==> src/include/ahb_bridge_macros.svh <==
// AHB bridge build constants

`ifndef AHB_BRIDGE_MACROS_SVH
`define AHB_BRIDGE_MACROS_SVH

// Width of HADDR and of the generic bus address.
`define AHB_ADDR_W 32

// Width of HWDATA, HRDATA and the generic bus data words.
`define AHB_DATA_W 32

// Number of 32-bit words held by the SRAM slave.
// Byte addresses at or above four times this value are answered with ERROR.
`define SRAM_DEPTH_WORDS 256

// Wait states the SRAM inserts before finishing a good data phase.
`define SRAM_WAIT_STATES 1

`endif

==> src/design/ahb_bridge_pkg.sv <==
// AHB bridge shared types

`include "ahb_bridge_macros.svh"

package ahb_bridge_pkg;

  // Request from a generic bus requester.
  // The address is word aligned; byte_en picks the lanes.
  typedef struct packed {
    logic                   ren;
    logic                   wen;
    logic [`AHB_ADDR_W-1:0] addr;
    logic [`AHB_DATA_W-1:0] wdata;
    logic [3:0]             byte_en;
  } gen_bus_req_t;

  // Response to a generic bus requester.
  // Busy low marks the single cycle in which a transfer completes.
  typedef struct packed {
    logic                   busy;
    logic [`AHB_DATA_W-1:0] rdata;
    logic                   error;
  } gen_bus_rsp_t;

  // AHB-Lite transfer types; only single transfers are used.
  typedef enum logic [1:0] {
    IDLE   = 2'b00,
    NONSEQ = 2'b10
  } htrans_t;

  // AHB-Lite transfer sizes up to the bus width.
  typedef enum logic [2:0] {
    BYTE = 3'b000,
    HALF = 3'b001,
    WORD = 3'b010
  } hsize_t;

  // Signals driven by the AHB-Lite master.
  typedef struct packed {
    htrans_t                htrans;
    logic                   hwrite;
    logic [`AHB_ADDR_W-1:0] haddr;
    hsize_t                 hsize;
    logic [`AHB_DATA_W-1:0] hwdata;
  } ahb_req_t;

  // Signals driven by the AHB-Lite slave.
  typedef struct packed {
    logic                   hready;
    logic                   hresp;
    logic [`AHB_DATA_W-1:0] hrdata;
  } ahb_rsp_t;

  typedef enum logic {
    M_IDLE,
    M_DATA
  } master_state_t;

  typedef enum logic [1:0] {
    S_IDLE,
    S_WAIT,
    S_ERR1,
    S_ERR2
  } slave_state_t;

  typedef enum logic [1:0] {
    OWN_NONE,
    OWN_IPORT,
    OWN_DPORT
  } owner_t;

endpackage

==> src/design/gen_bus_arbiter.sv <==
// Fixed-priority generic bus arbiter

module gen_bus_arbiter (
  input  logic                         CLK,
  input  logic                         nRST,
  input  ahb_bridge_pkg::gen_bus_req_t iport_req,
  output ahb_bridge_pkg::gen_bus_rsp_t iport_rsp,
  input  ahb_bridge_pkg::gen_bus_req_t dport_req,
  output ahb_bridge_pkg::gen_bus_rsp_t dport_rsp,
  output ahb_bridge_pkg::gen_bus_req_t m_req,
  input  ahb_bridge_pkg::gen_bus_rsp_t m_rsp
);

  // The owner is the port whose transfer is in its data phase.
  // It is set in the address phase cycle and cleared or handed over
  // in the cycle where the master reports completion.
  ahb_bridge_pkg::owner_t owner;
  ahb_bridge_pkg::owner_t next_owner;

  logic iport_active;
  logic dport_active;
  logic handoff;

  assign iport_active = iport_req.ren | iport_req.wen;
  assign dport_active = dport_req.ren | dport_req.wen;

  //////////////////////////////////////////////////////////////////////
  // Grant selection
  //////////////////////////////////////////////////////////////////////

  // A new address phase can go out when nothing is in flight, or in
  // the completing cycle of the current data phase.
  assign handoff = (owner == ahb_bridge_pkg::OWN_NONE) || !m_rsp.busy;

  always_comb
  begin
    next_owner = owner;
    if (handoff)
    begin
      // The data port has priority.
      // A port that is completing now still shows its old request, so it
      // is skipped and may compete again from the next cycle.
      if (dport_active && (owner != ahb_bridge_pkg::OWN_DPORT))
        next_owner = ahb_bridge_pkg::OWN_DPORT;
      else if (iport_active && (owner != ahb_bridge_pkg::OWN_IPORT))
        next_owner = ahb_bridge_pkg::OWN_IPORT;
      else
        next_owner = ahb_bridge_pkg::OWN_NONE;
    end
  end

  always_ff @(posedge CLK, negedge nRST)
  begin
    if (!nRST)
      owner <= ahb_bridge_pkg::OWN_NONE;
    else
      owner <= next_owner;
  end

  // The request follows the new grant at once, which lets the address
  // phase go out in the same cycle the request is raised.
  always_comb
  begin
    case (next_owner)
      ahb_bridge_pkg::OWN_DPORT: m_req = dport_req;
      ahb_bridge_pkg::OWN_IPORT: m_req = iport_req;
      default:                   m_req = '0;
    endcase
  end

  //////////////////////////////////////////////////////////////////////
  // Response routing
  //////////////////////////////////////////////////////////////////////

  // Only the owner sees the master's busy and error.
  // The other port is held busy so it never takes someone else's data.
  always_comb
  begin
    iport_rsp.rdata = m_rsp.rdata;
    dport_rsp.rdata = m_rsp.rdata;
    iport_rsp.busy  = (owner == ahb_bridge_pkg::OWN_IPORT) ? m_rsp.busy : 1'b1;
    dport_rsp.busy  = (owner == ahb_bridge_pkg::OWN_DPORT) ? m_rsp.busy : 1'b1;
    iport_rsp.error = (owner == ahb_bridge_pkg::OWN_IPORT) && m_rsp.error;
    dport_rsp.error = (owner == ahb_bridge_pkg::OWN_DPORT) && m_rsp.error;
  end

  // Every completion from the master must land on the port holding the grant.
  a_owner_locked: assert property (
    @(posedge CLK) disable iff (!nRST)
    !m_rsp.busy |-> (owner != ahb_bridge_pkg::OWN_NONE)
  ) else $error("master completed a transfer with no port granted");

endmodule

==> config.mk <==
export PLATFORM = sky130hd
export DESIGN_NAME = gen_bus_arbiter
export DESIGN_NICKNAME = d
export VERILOG_FILES = /design/src/design/ahb_bridge_pkg.sv /design/src/design/gen_bus_arbiter.sv
export VERILOG_INCLUDE_DIRS = /design/src /design/src/include
export SDC_FILE = /design/constraint.sdc
export NUM_CORES = 1
export LEC_CHECK = 0
export CELL_PAD_IN_SITES_DETAIL_PLACEMENT = 1
export CELL_PAD_IN_SITES_GLOBAL_PLACEMENT = 1
export CORE_AREA = 4 4 119 121
export DETAILED_ROUTE_END_ITERATION = 10
export DIE_AREA = 0 0 123 125
export DONT_BUFFER_PORTS = 1
export PLACE_DENSITY = 0.33
export SYNTH_ARGS = -nofsm -noshare
export SYNTH_HDL_FRONTEND = slang
export SYNTH_SLANG_ARGS = --single-unit
==> constraint.sdc <==
create_clock -name CLK -period 2.91 [get_ports CLK]
set_input_delay 0.1455 -clock CLK [delete_from_list [all_inputs] [get_ports CLK]]
set_output_delay 0.1455 -clock CLK [all_outputs]
set_load 0.02 [all_outputs]
### Yosys cells after proc, flatten, opt, wreduce, memory -nomap -nowiden

Index checks and enable logic that the tools add are counted.
W data, S select, Z words.

* bits in registers: 2
* bits of input ports: 176
* logic and storage cells: 22

* eq/ne operators: 6
* multiplexer cells: 6
* bitwise logic cells: 2
* reductions and logical operators: 7

Operators with widths (number)
* $pmux W70 S2: 1
* $eq A2 B1 Y1 const B: 2
* $eq A2 B2 Y1 const B: 2
* $logic_and A1 B1 Y1: 4
* $mux W2: 2
* $mux W1: 3
* $logic_not A2 Y1: 1
* $ne A2 B1 Y1 const B: 1
* $ne A2 B2 Y1 const B: 1
* $or A1 B1 Y1: 2
* $logic_not A1 Y1: 1
* $logic_or A1 B1 Y1: 1

### Longest topological paths before layout

* depth in word-level cells: 7
* mapped depth: 8
* depth with buffers taken out: 6

### Worst setup path after synthesis

Ideal clock, no wire load.

* path kind: reg-to-output
* start: reg owner[0]
* end: out m_req[0] in the netlist's numbering
* data arrival time: 1.938 ns
* setup slack: 0.826 ns
* stages on the path, launching flop included: 8
* cell sequence: dfrtp_1 > nor2b_1 > a211o_1 > o21a_1 > ha_1 > clkbuf_1 > clkbuf_1 > nor2_1

RTL lines
* from (decl): RTL line gen_bus_arbiter.sv:17 `ahb_bridge_pkg::owner_t owner;`
* from (signal assigned): RTL line gen_bus_arbiter.sv:55 `owner <= ahb_bridge_pkg::OWN_NONE;`
* from (signal assigned): RTL line gen_bus_arbiter.sv:57 `owner <= next_owner;`
* to (decl): RTL line gen_bus_arbiter.sv:10 `output ahb_bridge_pkg::gen_bus_req_t m_req,`

==> qor.yml <==
worst_setup_path:
  endpoint_kind: "output pin"
  path_max_fanout: 37
  cp.required_ns: 2.76
  crit_type: "reg -> out"
  cp-start-kind: "flip-flop"
  cp.arrival_ns: 2.32
synth:
  yosys.area.top_type_share_pct: 33.76
  synth-main-ff-cell: "dfrtp_1"
  synth_warnings: 0
  async_flop_share_pct: 100.0
  ys_ff_latch: 2
  avgSynthCellArea_um2: 6.276
  ys_seq_area_share_pct: 3.215
  synth_area_leaders: "a22oi_1 (34%), buf_4 (31%), nor2_1 (17%)"
  synth-edff-count: 0
  synth_top_area_cell: "a22oi_1"
  yosysMostFrequentCell: "nor2_1"
  synthCells: 248
  syn-cell-area_um2: 1556
  synthTopCellsByCount: "nor2_1 (72), a22oi_1 (70), buf_4 (64)"
  synth_nets: 426
  ys_types: 20
clock_network:
  cts_htree_levels: 1
  clkLatencyLatePin_ns: 0.22
  clk_path_buf_depth: 2
  cts_sinks: 2
  clk_pin_slew_ns: 0.03
  tritoncts: "done"
  root_buffer: "clkbuf_16"
  postCtsSetupBuffers: 0
  cts_made_buffers: 3
sta:
  rsz0062_at_grt: "no"
  timing.fmax_ghz: 0.4050
  hold_viol: 0
  setup_viol: 0
  period_share_pct: 84.85
  final.setup.tns_ns: 0
  slew_headroom_pct: 70.47
  period_minus_slack_ns: 2.469
  fin_worst_skew_ns: 0.0006474
  drv_slew: 0
  tightest_slew_ns: 0.4413
floorplan:
  io_pins: 314
  num_rows: 42
  die_area_um2: 15380
  die_y_um: 125
  die_x_um: 123
  initial_utilization_pct: 11.90
  coreArea_um2: 13090
global_route:
  antenna_found_initial: 0
  first_global_vias: 1551
  grt-ovfl-total: 0
  gr-usage-all-layers_pct: 6.634
  grt_start_max_net_pins: 39
  grt_pass1_wl_mm: 8.217
cells_and_area:
  design_area_um2: 1339
  nNetsFinal: 352
  top_register: "owner"
  n_antenna_cell: 0
  largestRegisters: "owner: 2 flops"
  finalNonFillerCells: 348
  drive_above_1_share_pct: 9.302
  largest_reg_flops: 2
  synthToLayoutAreaGrowth_pct: -13.99
detailed_routing:
  drtPass1Iterations: 4
  routed_wl_mm: 6.057
  vias_per_cell: 4.319
  vias: 1503
  drcViolationCount: 0
  wire_per_inst_um: 17.41
  dr.first_iter.drc_count: 81
  ant_nets: 0
placed_design:
  gp_congestion: 0.6167
  dp_cells: 344
  dp_hpwl_mm: 5.145
  port_buffers: 0
  placed_cell_area_um2: 1254
power:
  p_per_area_nw_per_um2: 1610
  ir_worst_vdd_v: 0.0005694
  p_leak_uw: 0.0004231
outcome:
  status: "complete, no violations"
run:
  drv_cap: 0
min_path:
  min_path_type: "in -> reg"
cell families after synthesis:
group / synth area share (%)
buffers and inverters: 37.78
AND/OR/NAND/NOR: 20.98
AO/OA/AOI/OAI: 36.41
adder cells (fa/ha/maj): 1.607
flip-flops: 3.216
layer usage:
layer / vias up / track usage, % / wire length [um]
li1: 654 / - / -
met1: 679 / 6.583 / 1956
met2: 138 / 12.22 / 3123
met3: 32 / 1.445 / 697
met4: 0 / 4.235 / 280
met5: - / 0 / 0
metrics by stage:
stage	worst slack (ns)	util (%)	hold slack (ns)	power, uW
2_1_floorplan	0.8264	-	-0.1501	1832
3_3_place_gp	0.7055	9.581	-0.1500	1935
3_5_place_dp	0.6558	9.581	-0.1499	1966
4_1_cts	0.4190	10.23	0.1208	2181
5_1_grt	0.2787	10.23	0.1248	2359
6_report	0.4409	10.23	0.1241	2155
final timing paths:
path | cells past startpoint | slack (ns) | from | to
max in group asynchronous | 1 | 2.62 | nRST | owner[1]$_DFF_PN0_
min in group asynchronous | 1 | 0.16 | nRST | owner[0]$_DFF_PN0_
worst min register to register | 1 | 0.59 | owner[1]$_DFF_PN0_ | owner[1]$_DFF_PN0_
worst max-delay path | 7 | 0.44 | owner[0]$_DFF_PN0_ | m_req[60]
worst max register to register | 3 | 1.76 | owner[0]$_DFF_PN0_ | owner[0]$_DFF_PN0_
worst min-delay path | 1 | 0.12 | m_rsp[33] | owner[1]$_DFF_PN0_
layout make-up:
cell class / count / area, um2
well taps: 176 / 220.2
clock buffers: 3 / 75.07
fillers: 1620 / 11750
flip-flops and latches: 2 / 50.05
repair buffers: 9 / 70.07
multi-input cells: 158 / 923.4
where the power goes:
group	internal, uW	total, uW	switching, uW
sequential	40.5	56.9	16.4
clock	175	206	31.0
combinational	428	1890	1460
cell usage in the layout (no fill, tap or decap), drive strengths merged:
cell / Yosys / layout
ha: 2 / 2
o22a: 1 / 1
o21a: 1 / 1
dlygate4sd3: 0 / 1
and2: 2 / 2
dfrtp: 2 / 2
clkbuf: 10 / 3
nand2b: 2 / 2
o21ai: 1 / 1
nor2b: 2 / 2
a22oi: 70 / 70
o22ai: 1 / 1
buf: 78 / 8
a211o: 1 / 1
a21oi: 1 / 1
nand2: 1 / 1
nor2: 73 / 73
worst max-delay path, stage by stage, from the launching register on:
cell     delay, ns
dfrtp_1       0.42
nor2b_1       0.18
a211o_1       0.29
o21ai_1       0.18
ha_2          0.21
buf_4         0.33
a22oi_1       0.15
nor2_1        0.35
timing repair:
| action | 4_1_cts | 5_1_grt |
|---|---|---|
| hold buffers | 1 | 0 |
| endpoints found under the hold margin | 2 | 0 |
| resized for setup | 0 | 0 |
(Power assumes the default switching activity.)
