<file path="config.mk">
export PLATFORM = sky130hd
export DESIGN_NAME = ahb_master
export DESIGN_NICKNAME = d
export VERILOG_FILES = /design/src/design/ahb_bridge_pkg.sv /design/src/design/ahb_master.sv
export VERILOG_INCLUDE_DIRS = /design/src /design/src/include
export SDC_FILE = /design/constraint.sdc
export NUM_CORES = 1
export LEC_CHECK = 0
export CAP_MARGIN = 20
export CORE_AREA = 2 2 82 84
export CTS_CLUSTER_DIAMETER = 60
export CTS_CLUSTER_SIZE = 28
export DETAILED_ROUTE_END_ITERATION = 6
export DIE_AREA = 0 0 84 86
export DONT_BUFFER_PORTS = 1
export PLACE_DENSITY = 0.43
export SETUP_SLACK_MARGIN = 0.05
export SYNTH_ARGS = -nofsm -noshare
export SYNTH_HDL_FRONTEND = slang
export SYNTH_SLANG_ARGS = --single-unit
</file>
<file path="constraint.sdc">
create_clock -name CLK -period 1.9 [get_ports CLK]
set_input_delay 0.19 -clock CLK [delete_from_list [all_inputs] [get_ports CLK]]
set_output_delay 0.19 -clock CLK [all_outputs]
set_load 0.1 [all_outputs]
</file>
<file path="src/include/ahb_bridge_macros.svh">
// AHB bridge build constants

`ifndef AHB_BRIDGE_MACROS_SVH
`define AHB_BRIDGE_MACROS_SVH

// Width of HADDR and of the generic bus address.
`define AHB_ADDR_W 32

// Width of HWDATA, HRDATA and the generic bus data words.
`define AHB_DATA_W 32

// Number of 32-bit words held by the SRAM slave.
// Byte addresses at or above four times this value are answered with ERROR.
`define SRAM_DEPTH_WORDS 256

// Wait states the SRAM inserts before finishing a good data phase.
`define SRAM_WAIT_STATES 1

`endif

</file>
<file path="src/design/ahb_bridge_pkg.sv">
// AHB bridge shared types

`include "ahb_bridge_macros.svh"

package ahb_bridge_pkg;

  // Request from a generic bus requester.
  // The address is word aligned; byte_en picks the lanes.
  typedef struct packed {
    logic                   ren;
    logic                   wen;
    logic [`AHB_ADDR_W-1:0] addr;
    logic [`AHB_DATA_W-1:0] wdata;
    logic [3:0]             byte_en;
  } gen_bus_req_t;

  // Response to a generic bus requester.
  // Busy low marks the single cycle in which a transfer completes.
  typedef struct packed {
    logic                   busy;
    logic [`AHB_DATA_W-1:0] rdata;
    logic                   error;
  } gen_bus_rsp_t;

  // AHB-Lite transfer types; only single transfers are used.
  typedef enum logic [1:0] {
    IDLE   = 2'b00,
    NONSEQ = 2'b10
  } htrans_t;

  // AHB-Lite transfer sizes up to the bus width.
  typedef enum logic [2:0] {
    BYTE = 3'b000,
    HALF = 3'b001,
    WORD = 3'b010
  } hsize_t;

  // Signals driven by the AHB-Lite master.
  typedef struct packed {
    htrans_t                htrans;
    logic                   hwrite;
    logic [`AHB_ADDR_W-1:0] haddr;
    hsize_t                 hsize;
    logic [`AHB_DATA_W-1:0] hwdata;
  } ahb_req_t;

  // Signals driven by the AHB-Lite slave.
  typedef struct packed {
    logic                   hready;
    logic                   hresp;
    logic [`AHB_DATA_W-1:0] hrdata;
  } ahb_rsp_t;

  typedef enum logic {
    M_IDLE,
    M_DATA
  } master_state_t;

  typedef enum logic [1:0] {
    S_IDLE,
    S_WAIT,
    S_ERR1,
    S_ERR2
  } slave_state_t;

  typedef enum logic [1:0] {
    OWN_NONE,
    OWN_IPORT,
    OWN_DPORT
  } owner_t;

endpackage

</file>
<file path="src/design/ahb_master.sv">
// AHB-Lite master for a generic bus

`include "ahb_bridge_macros.svh"

module ahb_master (
  input  logic                         CLK,
  input  logic                         nRST,
  input  ahb_bridge_pkg::gen_bus_req_t gen_req,
  output ahb_bridge_pkg::gen_bus_rsp_t gen_rsp,
  output ahb_bridge_pkg::ahb_req_t     ahb_req,
  input  ahb_bridge_pkg::ahb_rsp_t     ahb_rsp
);

  ahb_bridge_pkg::master_state_t state;
  ahb_bridge_pkg::master_state_t n_state;
  ahb_bridge_pkg::hsize_t        size;

  logic                   req_present;
  logic                   issue;
  logic [1:0]             lane_off;
  logic                   dp_write;
  logic [`AHB_DATA_W-1:0] dp_wdata;

  assign req_present = gen_req.ren | gen_req.wen;

  // An address phase goes out when idle, or when the current data phase
  // completes in this cycle.
  assign issue = req_present && ((state == ahb_bridge_pkg::M_IDLE) || ahb_rsp.hready);

  //////////////////////////////////////////////////////////////////////
  // Transfer state
  //////////////////////////////////////////////////////////////////////

  always_comb
  begin
    if (issue)
      n_state = ahb_bridge_pkg::M_DATA;
    else if ((state == ahb_bridge_pkg::M_DATA) && !ahb_rsp.hready)
      n_state = ahb_bridge_pkg::M_DATA;
    else
      n_state = ahb_bridge_pkg::M_IDLE;
  end

  always_ff @(posedge CLK, negedge nRST)
  begin
    if (!nRST)
    begin
      state    <= ahb_bridge_pkg::M_IDLE;
      dp_write <= 1'b0;
    end
    else
    begin
      state <= n_state;
      if (issue)
        dp_write <= gen_req.wen;
    end
  end

  // Write data is captured at the address phase.
  // The arbiter may already present the next port in the completing cycle.
  always_ff @(posedge CLK)
  begin
    if (issue)
      dp_wdata <= gen_req.wdata;
  end

  //////////////////////////////////////////////////////////////////////
  // Size and byte address
  //////////////////////////////////////////////////////////////////////

  always_comb
  begin
    if (gen_req.byte_en == 4'b1111)
      size = ahb_bridge_pkg::WORD;
    else if ((gen_req.byte_en == 4'b1100) || (gen_req.byte_en == 4'b0011))
      size = ahb_bridge_pkg::HALF;
    else
      size = ahb_bridge_pkg::BYTE;
  end

  // Offset of the lowest enabled lane inside the word.
  always_comb
  begin
    if (gen_req.byte_en[0])
      lane_off = 2'd0;
    else if (gen_req.byte_en[1])
      lane_off = 2'd1;
    else if (gen_req.byte_en[2])
      lane_off = 2'd2;
    else
      lane_off = 2'd3;
  end

  always_comb
  begin
    ahb_req.htrans = issue ? ahb_bridge_pkg::NONSEQ : ahb_bridge_pkg::IDLE;
    ahb_req.hwrite = issue && gen_req.wen;
    ahb_req.haddr  = issue ? {gen_req.addr[`AHB_ADDR_W-1:2], lane_off} : '0;
    ahb_req.hsize  = size;
    ahb_req.hwdata = dp_wdata;
  end

  // Busy drops only in the cycle that ends the data phase.
  // Error is taken from the second ERROR cycle, the one with hready high.
  assign gen_rsp.busy  = !((state == ahb_bridge_pkg::M_DATA) && ahb_rsp.hready);
  assign gen_rsp.error = (state == ahb_bridge_pkg::M_DATA) && ahb_rsp.hready && ahb_rsp.hresp;
  assign gen_rsp.rdata = dp_write ? '0 : ahb_rsp.hrdata;

  a_one_dir: assert property (
    @(posedge CLK) disable iff (!nRST)
    !(gen_req.ren && gen_req.wen)
  ) else $error("read and write requested together");

  a_byte_en: assert property (
    @(posedge CLK) disable iff (!nRST)
    req_present |-> ((gen_req.byte_en == 4'b1111) || (gen_req.byte_en == 4'b1100) ||
                     (gen_req.byte_en == 4'b0011) || $onehot(gen_req.byte_en))
  ) else $error("illegal byte enable pattern");

  // The requester holds its request through every wait cycle.
  a_req_stable: assert property (
    @(posedge CLK) disable iff (!nRST)
    ((state == ahb_bridge_pkg::M_DATA) && gen_rsp.busy) |-> $stable(gen_req)
  ) else $error("request changed while the transfer was busy");

endmodule

</file>
# Word-level counts from Yosys, hierarchy flattened
# Cells that the tools add are included.
[op_classes]
eq_ne = 3
n_mux = 10
bitwise_logic = 2
reduce_logical = 9
[ops]
columns = ["op", "count"]
rows = [
  ["32-bit 2-to-1 mux", 2],
  ["4-bit == test, second input constant", 2],
  ["2-bit 2-to-1 mux", 4],
  ["1-bit logical AND", 5],
  ["4-bit by 2-bit == test with 1-bit output, second input constant", 1],
  ["1-bit 2-to-1 mux", 4],
  ["1-bit zero test", 2],
  ["1-bit logical OR", 2],
  ["1-bit NOT", 1],
  ["1-bit bitwise OR", 1],
]
[word_totals]
regBits = 34
inputBits = 106
out_inout_bits = 104

# Depth between registers and ports, before layout
# Gate-level depths: netlist of the first run.
[logic_depth]
depth_word = 4
ltp_mapped = 5
mapped_depth_nobuf = 4

# Worst setup path before layout of the first run
# Ideal clock, no wire load.
[synth_timing]
path_kind = "reg-to-output"
from = "register state"
to = "output ahb_req[35] in the netlist's numbering"
arrival_ns = 2.640
path_slack_ns = -0.930
path_stages_with_launch = 4
path_buffers = 0
cell_sequence = "dfrtp_1 > nand2b_4 > o21ai_4 > nor3_1"
[synth_rtl]
columns = ["element", "line_no", "rtl"]
rows = [
  ["start, declared", "ahb_master.sv:14", "ahb_bridge_pkg::master_state_t state;"],
  ["start signal, assigned", "ahb_master.sv:48", "state <= ahb_bridge_pkg::M_IDLE;"],
  ["start signal, assigned", "ahb_master.sv:53", "state <= n_state;"],
  ["end, declared", "ahb_master.sv:10", "output ahb_bridge_pkg::ahb_req_t ahb_req,"],
]

==> results of run 1 <==
==> Yosys cell counts, drive strengths merged, types with 2 or more instances <==
library cell | count | share of area
and2 | 31 | 0.16
and2b | 15 | 0.067
buf | 6 | 0.034
clkbuf | 3 | 0.0067
dfrtp | 2 | 0.030
edfxtp | 32 | 0.57
nand2 | 4 | 0.0090
nor2 | 2 | 0.0045
nor2b | 18 | 0.067
nor3 | 2 | 0.0060
==> per-stage QoR <==
step | area, um^2 | setup WS (ns) | utilization
6_report | 3110 | 0.159 | 0.496
5_1_grt | 3110 | 0.0543 | 0.496
3_3_place_gp | 2630 | 0.434 | 0.419
2_1_floorplan | 1700 | -0.224 | -
3_5_place_dp | 2630 | 0.385 | 0.419
4_1_cts | 3110 | 0.0779 | 0.495
==> state kept, by name, indices dropped and copies added, names as in the netlist <==
register and cells:
dp_wdata 32, state 1, dp_write 1
==> timing repair <==
item | in CTS | in global routing
resized for setup | 0 | 1
setup endpoints to repair | 0 | 30
hold buffers | 34 | 0
hold endpoints to repair | 35 | 0
==> worst paths after layout <==
path	end	slack, ns	from
worst max-delay path	ahb_req[45]	0.16	state$_DFF_PN0_
worst min-delay path	state$_DFF_PN0_	0.02	gen_req[69]
worst max register to register	dp_wdata[13]$_DFFE_PN_	0.43	state$_DFF_PN0_
worst min register to register	dp_write$_DFFE_PN0N_	0.50	dp_write$_DFFE_PN0N_
max in group asynchronous	state$_DFF_PN0_	1.64	nRST
min in group asynchronous	dp_write$_DFFE_PN0N_	0.14	nRST
==> power by group through the flow <==
| stage | registers, W | logic, W | clock network (W) |
|---|---|---|---|
| 3_3_place_gp | 0.000910 | 0.00169 | 0 |
| 5_1_grt | 0.000900 | 0.00179 | 0.000848 |
| 6_report | 0.000895 | 0.00175 | 0.000794 |
| 4_1_cts | 0.000896 | 0.00176 | 0.000816 |
| 3_5_place_dp | 0.000912 | 0.00170 | 0 |
| 2_1_floorplan | 0.00124 | 0.00103 | 0 |
==> routing by layer <==
layer	track usage	wire [um]
met1	0.129	1590
met5	0	0
met3	0.0491	542
met4	0.0323	38
met2	0.265	2970
==> logic make-up after synthesis <==
logic type	count (synthesis)	synth area share
simple gates	75	0.328
flops	34	0.604
buf+inv	10	0.0456
compound gates	3	0.0195
other cells	1	0.00224
==> area by class of cell <==
| class | instances | share of cell area |
|---|---|---|
| multi-input combinational | 80 | 0.216 |
| clock inverter | 3 | 0.0221 |
| timing repair buffer | 108 | 0.381 |
| inverter | 1 | 0.00362 |
| tap | 77 | 0.0310 |
| clock buffer | 5 | 0.0221 |
| sequential | 34 | 0.325 |
==> worst max-delay path: cells and delay by family (launching register included) <==
family	cells	cell delay, ns
flops	1	0.43
buf+inv	2	0.40
simple gates	2	0.32
compound gates	1	0.11
==> run metrics, run 1 <==
P_sw=0.00163 W; Final Skew=0.00463 ns; fraction of registers with async set/reset=0.0588; P&R area growth vs syn=85.9%; Diodes inserted=0; worst rel slew slack=0.643; Ys Warns=0; io pins=210; critical-path cell list=nand2b_4, o21ai_4, inv_8, and2_1, buf_12; status=finished, final reports clean; post-synthesis register bit count=34; number of stages on the worst hold path=2; total number of vias=1,356; Die Width=84 um; clk_lat worst skew=0.28 ns; Sequential Power Share=0.260; worst r2r path cells=4; Hold Slack=0.0199 ns; nets@finish=336; Max VDD drop=0.654 mV; Fill cells=546; vias per inst=4.40; GPL Wtd Cong=0.901; Internal=0.00181 W; layout cell share with drive strength beyond 1=0.593; Worst path max stage delay=0.43 ns; Overflow after GRT=0; power density cells=1110 mW/mm^2; CP max FO=42; Max-cap violations=0; fin crit share=0.916; Syn Inst Count=123; P_leak=1.33 nW; CP startpoint kind=flop; # placed instances=266; clock power share=0.231; DRT iter0 DRCs=17; worst-margin pin slew=0.535 ns; CTS buffer count=5; register cell area after layout=0.00101 mm^2; DRC Markers=0; overall routed net length=5140 um; Fin Setup TNS=0 ns; non-filler cells, final=308; combinational power share=0.509; RSZ-0062 raised after global routing=false; most frequent cells in the layout=buf_4, dlygate4sd3_1, edfxtp_1; EDFF count, synth=32; Sink Count=34; WL/cell=16.7 um; Critical Path RT=1.71 ns; final antenna-violating net count=0; pin count of the biggest net entering global routing=43; global-route wire length before repair=7410 um; clock root cell=clkbuf_8; Port Buffers=0; netlist area before placement=0.00167 mm^2; DP Wirelength=4080 um; Seq/Total Area, Yosys=0.604; Tot Pwr=0.00344 W; crit path time final=1.74 ns; drt first pass iters=2; switching share of power=0.474; Hold WC Path Type=primary input to flop; final setup fails=0; Peak Freq=575 MHz; Final Max Slew Viols=0; Clk pin slew, worst setup/hold paths=0.07 ns; Post-synth top flop=edfxtp_1; Syn Area/Cell=13.6 um^2; critical path arrival=1.55 ns; total global-route track usage=0.133; htree depth=2; Longest Clk Path Bufs=2; CTS tree=done; Die Y-Extent=86 um; Hold Fails Final Rpt=0; FP Rows=29; Multi-input gate area=671 um^2; initial antenna violation count=0; commonest non-fill, non-tap cell in the layout=buf_4; buffer count from post-CTS setup fixing=0; Slowest-stage cell, CP=dfrtp_1; Netlist cell types=21; crit path capture type=output port; die area=0.00722 mm^2; initial cell density of the core=0.266; Crit Path Class=flop to output port; total core area=0.00628 mm^2; vias in the first global route=1,395
No activity file was read; power rests on OpenSTA's default activity.
==> inputs of run 2 (changes only) <==
--- a/config.mk
+++ b/config.mk
@@ -6,14 +6,16 @@
 export SDC_FILE = /design/constraint.sdc
 export NUM_CORES = 1
 export LEC_CHECK = 0
+export ABC_AREA = 1
 export CAP_MARGIN = 20
-export CORE_AREA = 2 2 82 84
+export CORE_AREA = 4 4 79 81
 export CTS_CLUSTER_DIAMETER = 60
 export CTS_CLUSTER_SIZE = 28
 export DETAILED_ROUTE_END_ITERATION = 6
-export DIE_AREA = 0 0 84 86
+export DIE_AREA = 0 0 83 85
 export DONT_BUFFER_PORTS = 1
-export PLACE_DENSITY = 0.43
+export GPL_ROUTABILITY_DRIVEN = 0
+export PLACE_DENSITY = 0.48
 export SETUP_SLACK_MARGIN = 0.05
 export SYNTH_ARGS = -nofsm -noshare
 export SYNTH_HDL_FRONTEND = slang
==> run 2 against run 1 <==
Sequential power barely moved. Sequential share of layout area shrank 6.6 points. Clock skew about the same. Utilization grew 22 points. Synthesized cell count rose by 61%. Clock-buffer cell count did not move. Critical path type unchanged.
==> run metrics, run 2 <==
status=finished, final reports clean; Peak Freq=597 MHz (+3.8%); critical-path cell list=nand2_2, nand2_4, buf_12, nor2_4, buf_4; Overflow after GRT=0 (unchanged); Sink Count=34 (unchanged); Slowest-stage cell, CP=dfrtp_1; WL/cell=14.8 um (-11%); crit path capture type=output port; Max VDD drop=0.424 mV (-35%); Longest Clk Path Bufs=2 (unchanged); Worst path top cell family by delay=buffers and inverters; total number of vias=1,687 (+24%); netlist area before placement=0.00172 mm^2 (+3.1%); power density cells=872 mW/mm^2 (-21%); Post-synth top flop=edfxtp_1; registers with the most flip-flops=dp_wdata x32, dp_write x1, state x1; Critical Path Sink=ahb_req[37]; Diodes inserted=0 (unchanged); P&R area growth vs syn=127%; CTS tree=done; Hold WC Path Type=primary input to flop; die area=0.00706 mm^2 (-2.3%); htree depth=2 (unchanged); clock root cell=clkbuf_8; final antenna-violating net count=0 (unchanged); FP Rows=27 (-6.9%); non-filler cells, final=409 (+33%); leading post-synthesis cells by cell area=edfxtp_1, inv_1, nor2_1, dfrtp_1, nor2_2; pin count of the biggest net entering global routing=26 (-40%); total core area=0.00547 mm^2 (-13%); CP max FO=25 (-40%); Final Skew=0.00454 ns (-0.0000888 ns); DP Wirelength=4810 um (+18%); fin crit share=0.882 (-0.0339); Yosys top cell by area=edfxtp_1; final worst slack=0.224 ns (+0.0644 ns); P_leak=1.84 nW (+38%); worst r2r path cells=5 (+1); top cell type's share of synthesized area=0.557 (-0.0171); Critical Path RT=1.71 ns (about the same); initial cell density of the core=0.315 (+0.0485); Largest Register=dp_wdata; Max-cap violations=0 (unchanged); worst reg2reg startpoint=state$_DFF_PN0_; Worst setup startpoint=state$_DFF_PN0_; Worst path max stage delay=0.39 ns (-0.04 ns); commonest non-fill, non-tap cell in the layout=inv_1; critical path arrival=1.49 ns (-0.06 ns); Syn Inst Count=198 (+61%); initial antenna violation count=0 (unchanged); Fill cells=402 (-26%); clk_lat worst skew=0.28 ns (about the same); vias per inst=4.12 (-6.3%); Commonest cells post-synth=inv_1, nor2_1, edfxtp_1, nand2_1, nor2_2; PostCTS Resize Cnt=0 (unchanged); final setup fails=0 (unchanged); most frequent cells in the layout=inv_1, buf_12, nor2_2; nets@finish=442 (+32%); vias in the first global route=1,796 (+29%); Hold Fails Final Rpt=0 (unchanged); GRT met2 Usage=0.313 (+0.0480); most common cell in the netlist=inv_1; post-synthesis register bit count=34 (unchanged); WP buf/inv=2 (unchanged); # placed instances=367 (+38%); global-route wire length before repair=9030 um (+22%); Final Max Slew Viols=0 (unchanged); Crit Path Class=flop to output port; drt first pass iters=4 (+2); stages on the worst setup path=5 (unchanged); total global-route track usage=0.162 (+0.0290); CP startpoint kind=flop; Seq/Total Area, Yosys=0.586 (-0.0180); DRC Markers=0 (unchanged); Ys Warns=0 (unchanged); Port Buffers=0 (unchanged); crit path time final=1.68 ns (-0.0644 ns); reg-to-reg endpoint=dp_wdata[9]$_DFFE_PN_; EDFF count, synth=32 (unchanged); r2r setup slk=0.43 ns (about the same); RSZ-0062 raised after global routing=false; CTS buffer count=5 (unchanged); fraction of registers with async set/reset=0.0588 (unchanged); M3 GR Usage=0.0680 (+0.0189); io pins=210 (unchanged); met1 GRT Util=0.157 (+0.0277); Clk pin slew, worst setup/hold paths=0.06 ns (about the same); Syn Area/Cell=8.71 um^2 (-36%); Hold Slack=0.0575 ns (+0.0376 ns); overall routed net length=6070 um (+18%); Netlist cell types=16 (-24%); DRT iter0 DRCs=24 (+7); GRT busiest layer=met2; Die Width=83 um (-1.2%); layout cell share with drive strength beyond 1=0.549 (-0.0441); pre-CTS setup slack=0.348 ns (-0.0374 ns); Die Y-Extent=85 um (-1.2%); Largest register FFs=32 (unchanged)
run 2: repair_timing:
item | CTS | global route
setup buffers | 1 | 0
hold buffers | 25 | 8
endpoints found under the hold margin | 26 | 8
endpoints found under the setup margin | 1 | 0
run 2: cell type report:
| class | instances | area, um^2 | share of cell area |
|---|---|---|---|
| clock inverter | 3 | 16.3 | 0.00416 |
| timing repair buffer | 140 | 1930 | 0.495 |
| tap | 72 | 90.1 | 0.0230 |
| multi-input combinational | 83 | 514 | 0.132 |
| clock buffer | 5 | 68.8 | 0.0176 |
| sequential | 34 | 1010 | 0.259 |
| inverter | 72 | 274 | 0.0701 |
run 2: logic make-up after synthesis:
| kind of cell | synth area share |
|---|---|
| AOI/OAI and AO/OA | 0.00726 |
| buffers and inverters | 0.201 |
| DFF | 0.586 |
| other | 0.00217 |
| and+or+nand+nor | 0.203 |
run 2: per-layer routing:
layer | wire length (um) | share of wire
met1 | 1880 | 0.31
met2 | 3460 | 0.57
met3 | 641 | 0.11
met4 | 88 | 0.015
met5 | 0 | 0
run 2: power by group:
| group | leakage [nW] | switching (W) | internal, W |
|---|---|---|---|
| registers | 0.331 | 0.0000163 | 0.000880 |
| logic | 1.46 | 0.00145 | 0.000573 |
| clock network | 0.0416 | 0.000243 | 0.000250 |
| total | 1.84 | 0.00171 | 0.00170 |
run 2: worst min-delay path by stage:
stage	from	end	slack, ns	depth (start not counted)
after CTS	gen_req[21]	dp_wdata[17]$_DFFE_PN_	0.002	0
after global placement	nRST	dp_write$_DFFE_PN0N_	-0.11	0
after global routing	gen_req[69]	state$_DFF_PN0_	0.06	2
after floorplan	nRST	dp_write$_DFFE_PN0N_	-0.11	0
final	gen_req[69]	state$_DFF_PN0_	0.06	2
after detailed placement	nRST	dp_write$_DFFE_PN0N_	-0.11	0
run 2: through the flow:
step | TNS, ns | instance area [um^2] | power (W) | util
floorplan | -0.246 | 1870 | 0.00229 | -
finish | 0 | 3910 | 0.00341 | 0.714
detailed placement | 0 | 3490 | 0.00288 | 0.637
global route | 0 | 3910 | 0.00354 | 0.714
CTS | 0 | 3830 | 0.00342 | 0.700
global placement | 0 | 3490 | 0.00287 | 0.637
==> inputs of run 3 (changes only) <==
--- a/config.mk
+++ b/config.mk
@@ -8,14 +8,17 @@
 export LEC_CHECK = 0
 export ABC_AREA = 1
 export CAP_MARGIN = 20
-export CORE_AREA = 4 4 79 81
+export CELL_PAD_IN_SITES_DETAIL_PLACEMENT = 0
+export CELL_PAD_IN_SITES_GLOBAL_PLACEMENT = 1
+export CORE_AREA = 4 4 80 82
 export CTS_CLUSTER_DIAMETER = 60
 export CTS_CLUSTER_SIZE = 28
 export DETAILED_ROUTE_END_ITERATION = 6
-export DIE_AREA = 0 0 83 85
+export DIE_AREA = 0 0 84 86
 export DONT_BUFFER_PORTS = 1
 export GPL_ROUTABILITY_DRIVEN = 0
-export PLACE_DENSITY = 0.48
+export PLACE_DENSITY = 0.66
+export REMOVE_ABC_BUFFERS = 1
 export SETUP_SLACK_MARGIN = 0.05
 export SYNTH_ARGS = -nofsm -noshare
 export SYNTH_HDL_FRONTEND = slang
==> run 3 against run 2 <==
Worst hold slack better by 0.00054 ns. Utilization fell by 3.4 points. Sequential share of layout area stayed put. Wire length is 2.5% higher. Global-route usage rose by 0.69 points. Clock-buffer cell count did not move. Setup slack gained 0.011 ns. Total power grew 3.4%. Largest cell class unchanged.
==> run metrics, run 3 (synthesis gave the netlist of run 2 again) <==
power density cells=902 mW/mm^2 (+3.4%); final setup fails=0 (unchanged); Fin Setup TNS=0 ns (unchanged); CTS buffer count=5 (unchanged); fin crit share=0.877 (-0.00567); Port Buffers=0 (unchanged); DP Wirelength=5240 um (+8.8%); final core occ=0.680 (-0.0339); Die Y-Extent=86 um (+1.2%); RSZ-0062 raised after global routing=false; crit path capture type=output port; WP buf/inv=2 (unchanged); Overflow after GRT=0 (unchanged); Clk pin slew, worst setup/hold paths=0.06 ns (about the same); WL/cell=15.2 um (+2.2%); vias per inst=4.13 (+0.17%); clock root cell=clkbuf_8; Critical Path RT=1.71 ns (about the same); Largest register FFs=32 (unchanged); critical-path cell list=nand2_2, nand2_4, buf_6, nor2_4, buf_4; global-route wire length before repair=9280 um (+2.8%); Max VDD drop=0.540 mV (+27%); io pins=210 (unchanged); Worst path max stage delay=0.39 ns (about the same); register cell area after layout=0.00101 mm^2 (unchanged); crit path time final=1.67 ns (-0.0108 ns); pre-CTS setup slack=0.404 ns (+0.0569 ns); Peak Freq=600 MHz (+0.65%); P_leak=1.84 nW (+0.41%); FP Rows=28 (+3.7%); drt first pass iters=4 (unchanged); Multi-input gate area=514 um^2 (unchanged); CP max FO=33 (+32%); P&R area growth vs syn=127% (unchanged); nets@finish=440 (-0.45%); layout cell share with drive strength beyond 1=0.549 (about the same); Fill cells=420 (+4.5%); Longest Clk Path Bufs=2 (unchanged); total core area=0.00575 mm^2 (+5.0%); registers with the most flip-flops=dp_wdata x32, dp_write x1, state x1; Die Width=84 um (+1.2%); vias in the first global route=1,772 (-1.3%); Max-cap violations=0 (unchanged); Hold WC Path Type=primary input to flop; total global-route track usage=0.169 (+0.00695); die area=0.00722 mm^2 (+2.4%); clk_lat worst skew=0.28 ns (about the same); DRT iter0 DRCs=59 (+150%); commonest non-fill, non-tap cell in the layout=inv_1; critical path arrival=1.48 ns (about the same); Hold Fails Final Rpt=0 (unchanged); Diodes inserted=0 (unchanged); CP startpoint kind=flop; Largest Register=dp_wdata; Crit Path Class=flop to output port; initial cell density of the core=0.300 (-0.0150); DRC Markers=0 (unchanged); final worst slack=0.235 ns (+0.0108 ns); pin count of the biggest net entering global routing=34 (+31%); Final Max Slew Viols=0 (unchanged); initial antenna violation count=0 (unchanged); total number of vias=1,694 (+0.41%); Final Skew=0.00327 ns (-0.00127 ns); status=finished, final reports clean; CTS tree=done; most frequent cells in the layout=inv_1, nor2_2, buf_12; Sink Count=34 (unchanged); Worst path top cell family by delay=buffers and inverters; final antenna-violating net count=0 (unchanged); overall routed net length=6220 um (+2.5%); Slowest-stage cell, CP=dfrtp_1; htree depth=2 (unchanged)
## run 3: cell count changes in the layout (fill, tap and decap cells not counted), sizes merged
cell / previous run / this run
bufinv: 0 / 1
buf: 107 / 105
clkinvlp: 2 / 0
inv: 71 / 72
## run 3: report_power, final
part	switching [W]	total (W)	internal, W	leakage, nW
Combinational	0.00145	0.00201	0.000564	1.45
Clock	0.000232	0.000617	0.000385	0.0579
Sequential	0.0000168	0.000897	0.000880	0.331
Total	0.00170	0.00353	0.00183	1.84
## run 3: repair_timing
action                                  in CTS  in global routing
buffers inserted                             0                  0
hold buffers                                33                  0
endpoints found under the hold margin       34                  0
gates resized for setup                      0                  1
endpoints found under the setup margin       0                 32
## run 3: worst paths after layout
| check | startpoint | to | slack, ns | cells after the start |
|---|---|---|---|---|
| worst max-delay path | state$_DFF_PN0_ | ahb_req[37] | 0.23 | 5 |
| worst min-delay path | gen_req[68] | dp_write$_DFFE_PN0N_ | 0.06 | 2 |
| worst max register to register | state$_DFF_PN0_ | dp_wdata[14]$_DFFE_PN_ | 0.52 | 4 |
| worst min register to register | state$_DFF_PN0_ | state$_DFF_PN0_ | 0.57 | 2 |
| max in group asynchronous | nRST | dp_write$_DFFE_PN0N_ | 1.62 | 1 |
| min in group asynchronous | nRST | state$_DFF_PN0_ | 0.15 | 1 |
## run 3: final cells by class
cell class,count,area share
clock buffer,5,0.0176
tap,75,0.0240
timing repair buffer,138,0.489
sequential,34,0.259
multi-input combinational,83,0.132
clock inverter,3,0.0102
inverter,72,0.0691
## run 3: worst register-to-register path: stages, from the launching register on
cell	delay [ns]
dfrtp_1	0.39
nand2_2	0.12
nand2_4	0.07
inv_2	0.20
buf_12	0.29
## run 3: metal layers
metal / track usage / share of wire / up-vias
met1: 0.149 / 0.28 / 734
li1: - / - / 817
met3: 0.0951 / 0.14 / 11
met2: 0.320 / 0.56 / 132
met5: 0 / 0 / -
met4: 0.0614 / 0.018 / 0
## run 3: per-stage QoR
step,area (um^2),cells,hold WS [ns],total power [W]
after floorplan,1650,189,-0.106,0.00221
after global placement,3470,369,-0.105,0.00286
after detailed placement,3470,369,-0.105,0.00288
after CTS,3910,410,0.0491,0.00356
after global routing,3910,410,0.0615,0.00364
final,3910,410,0.0580,0.00353
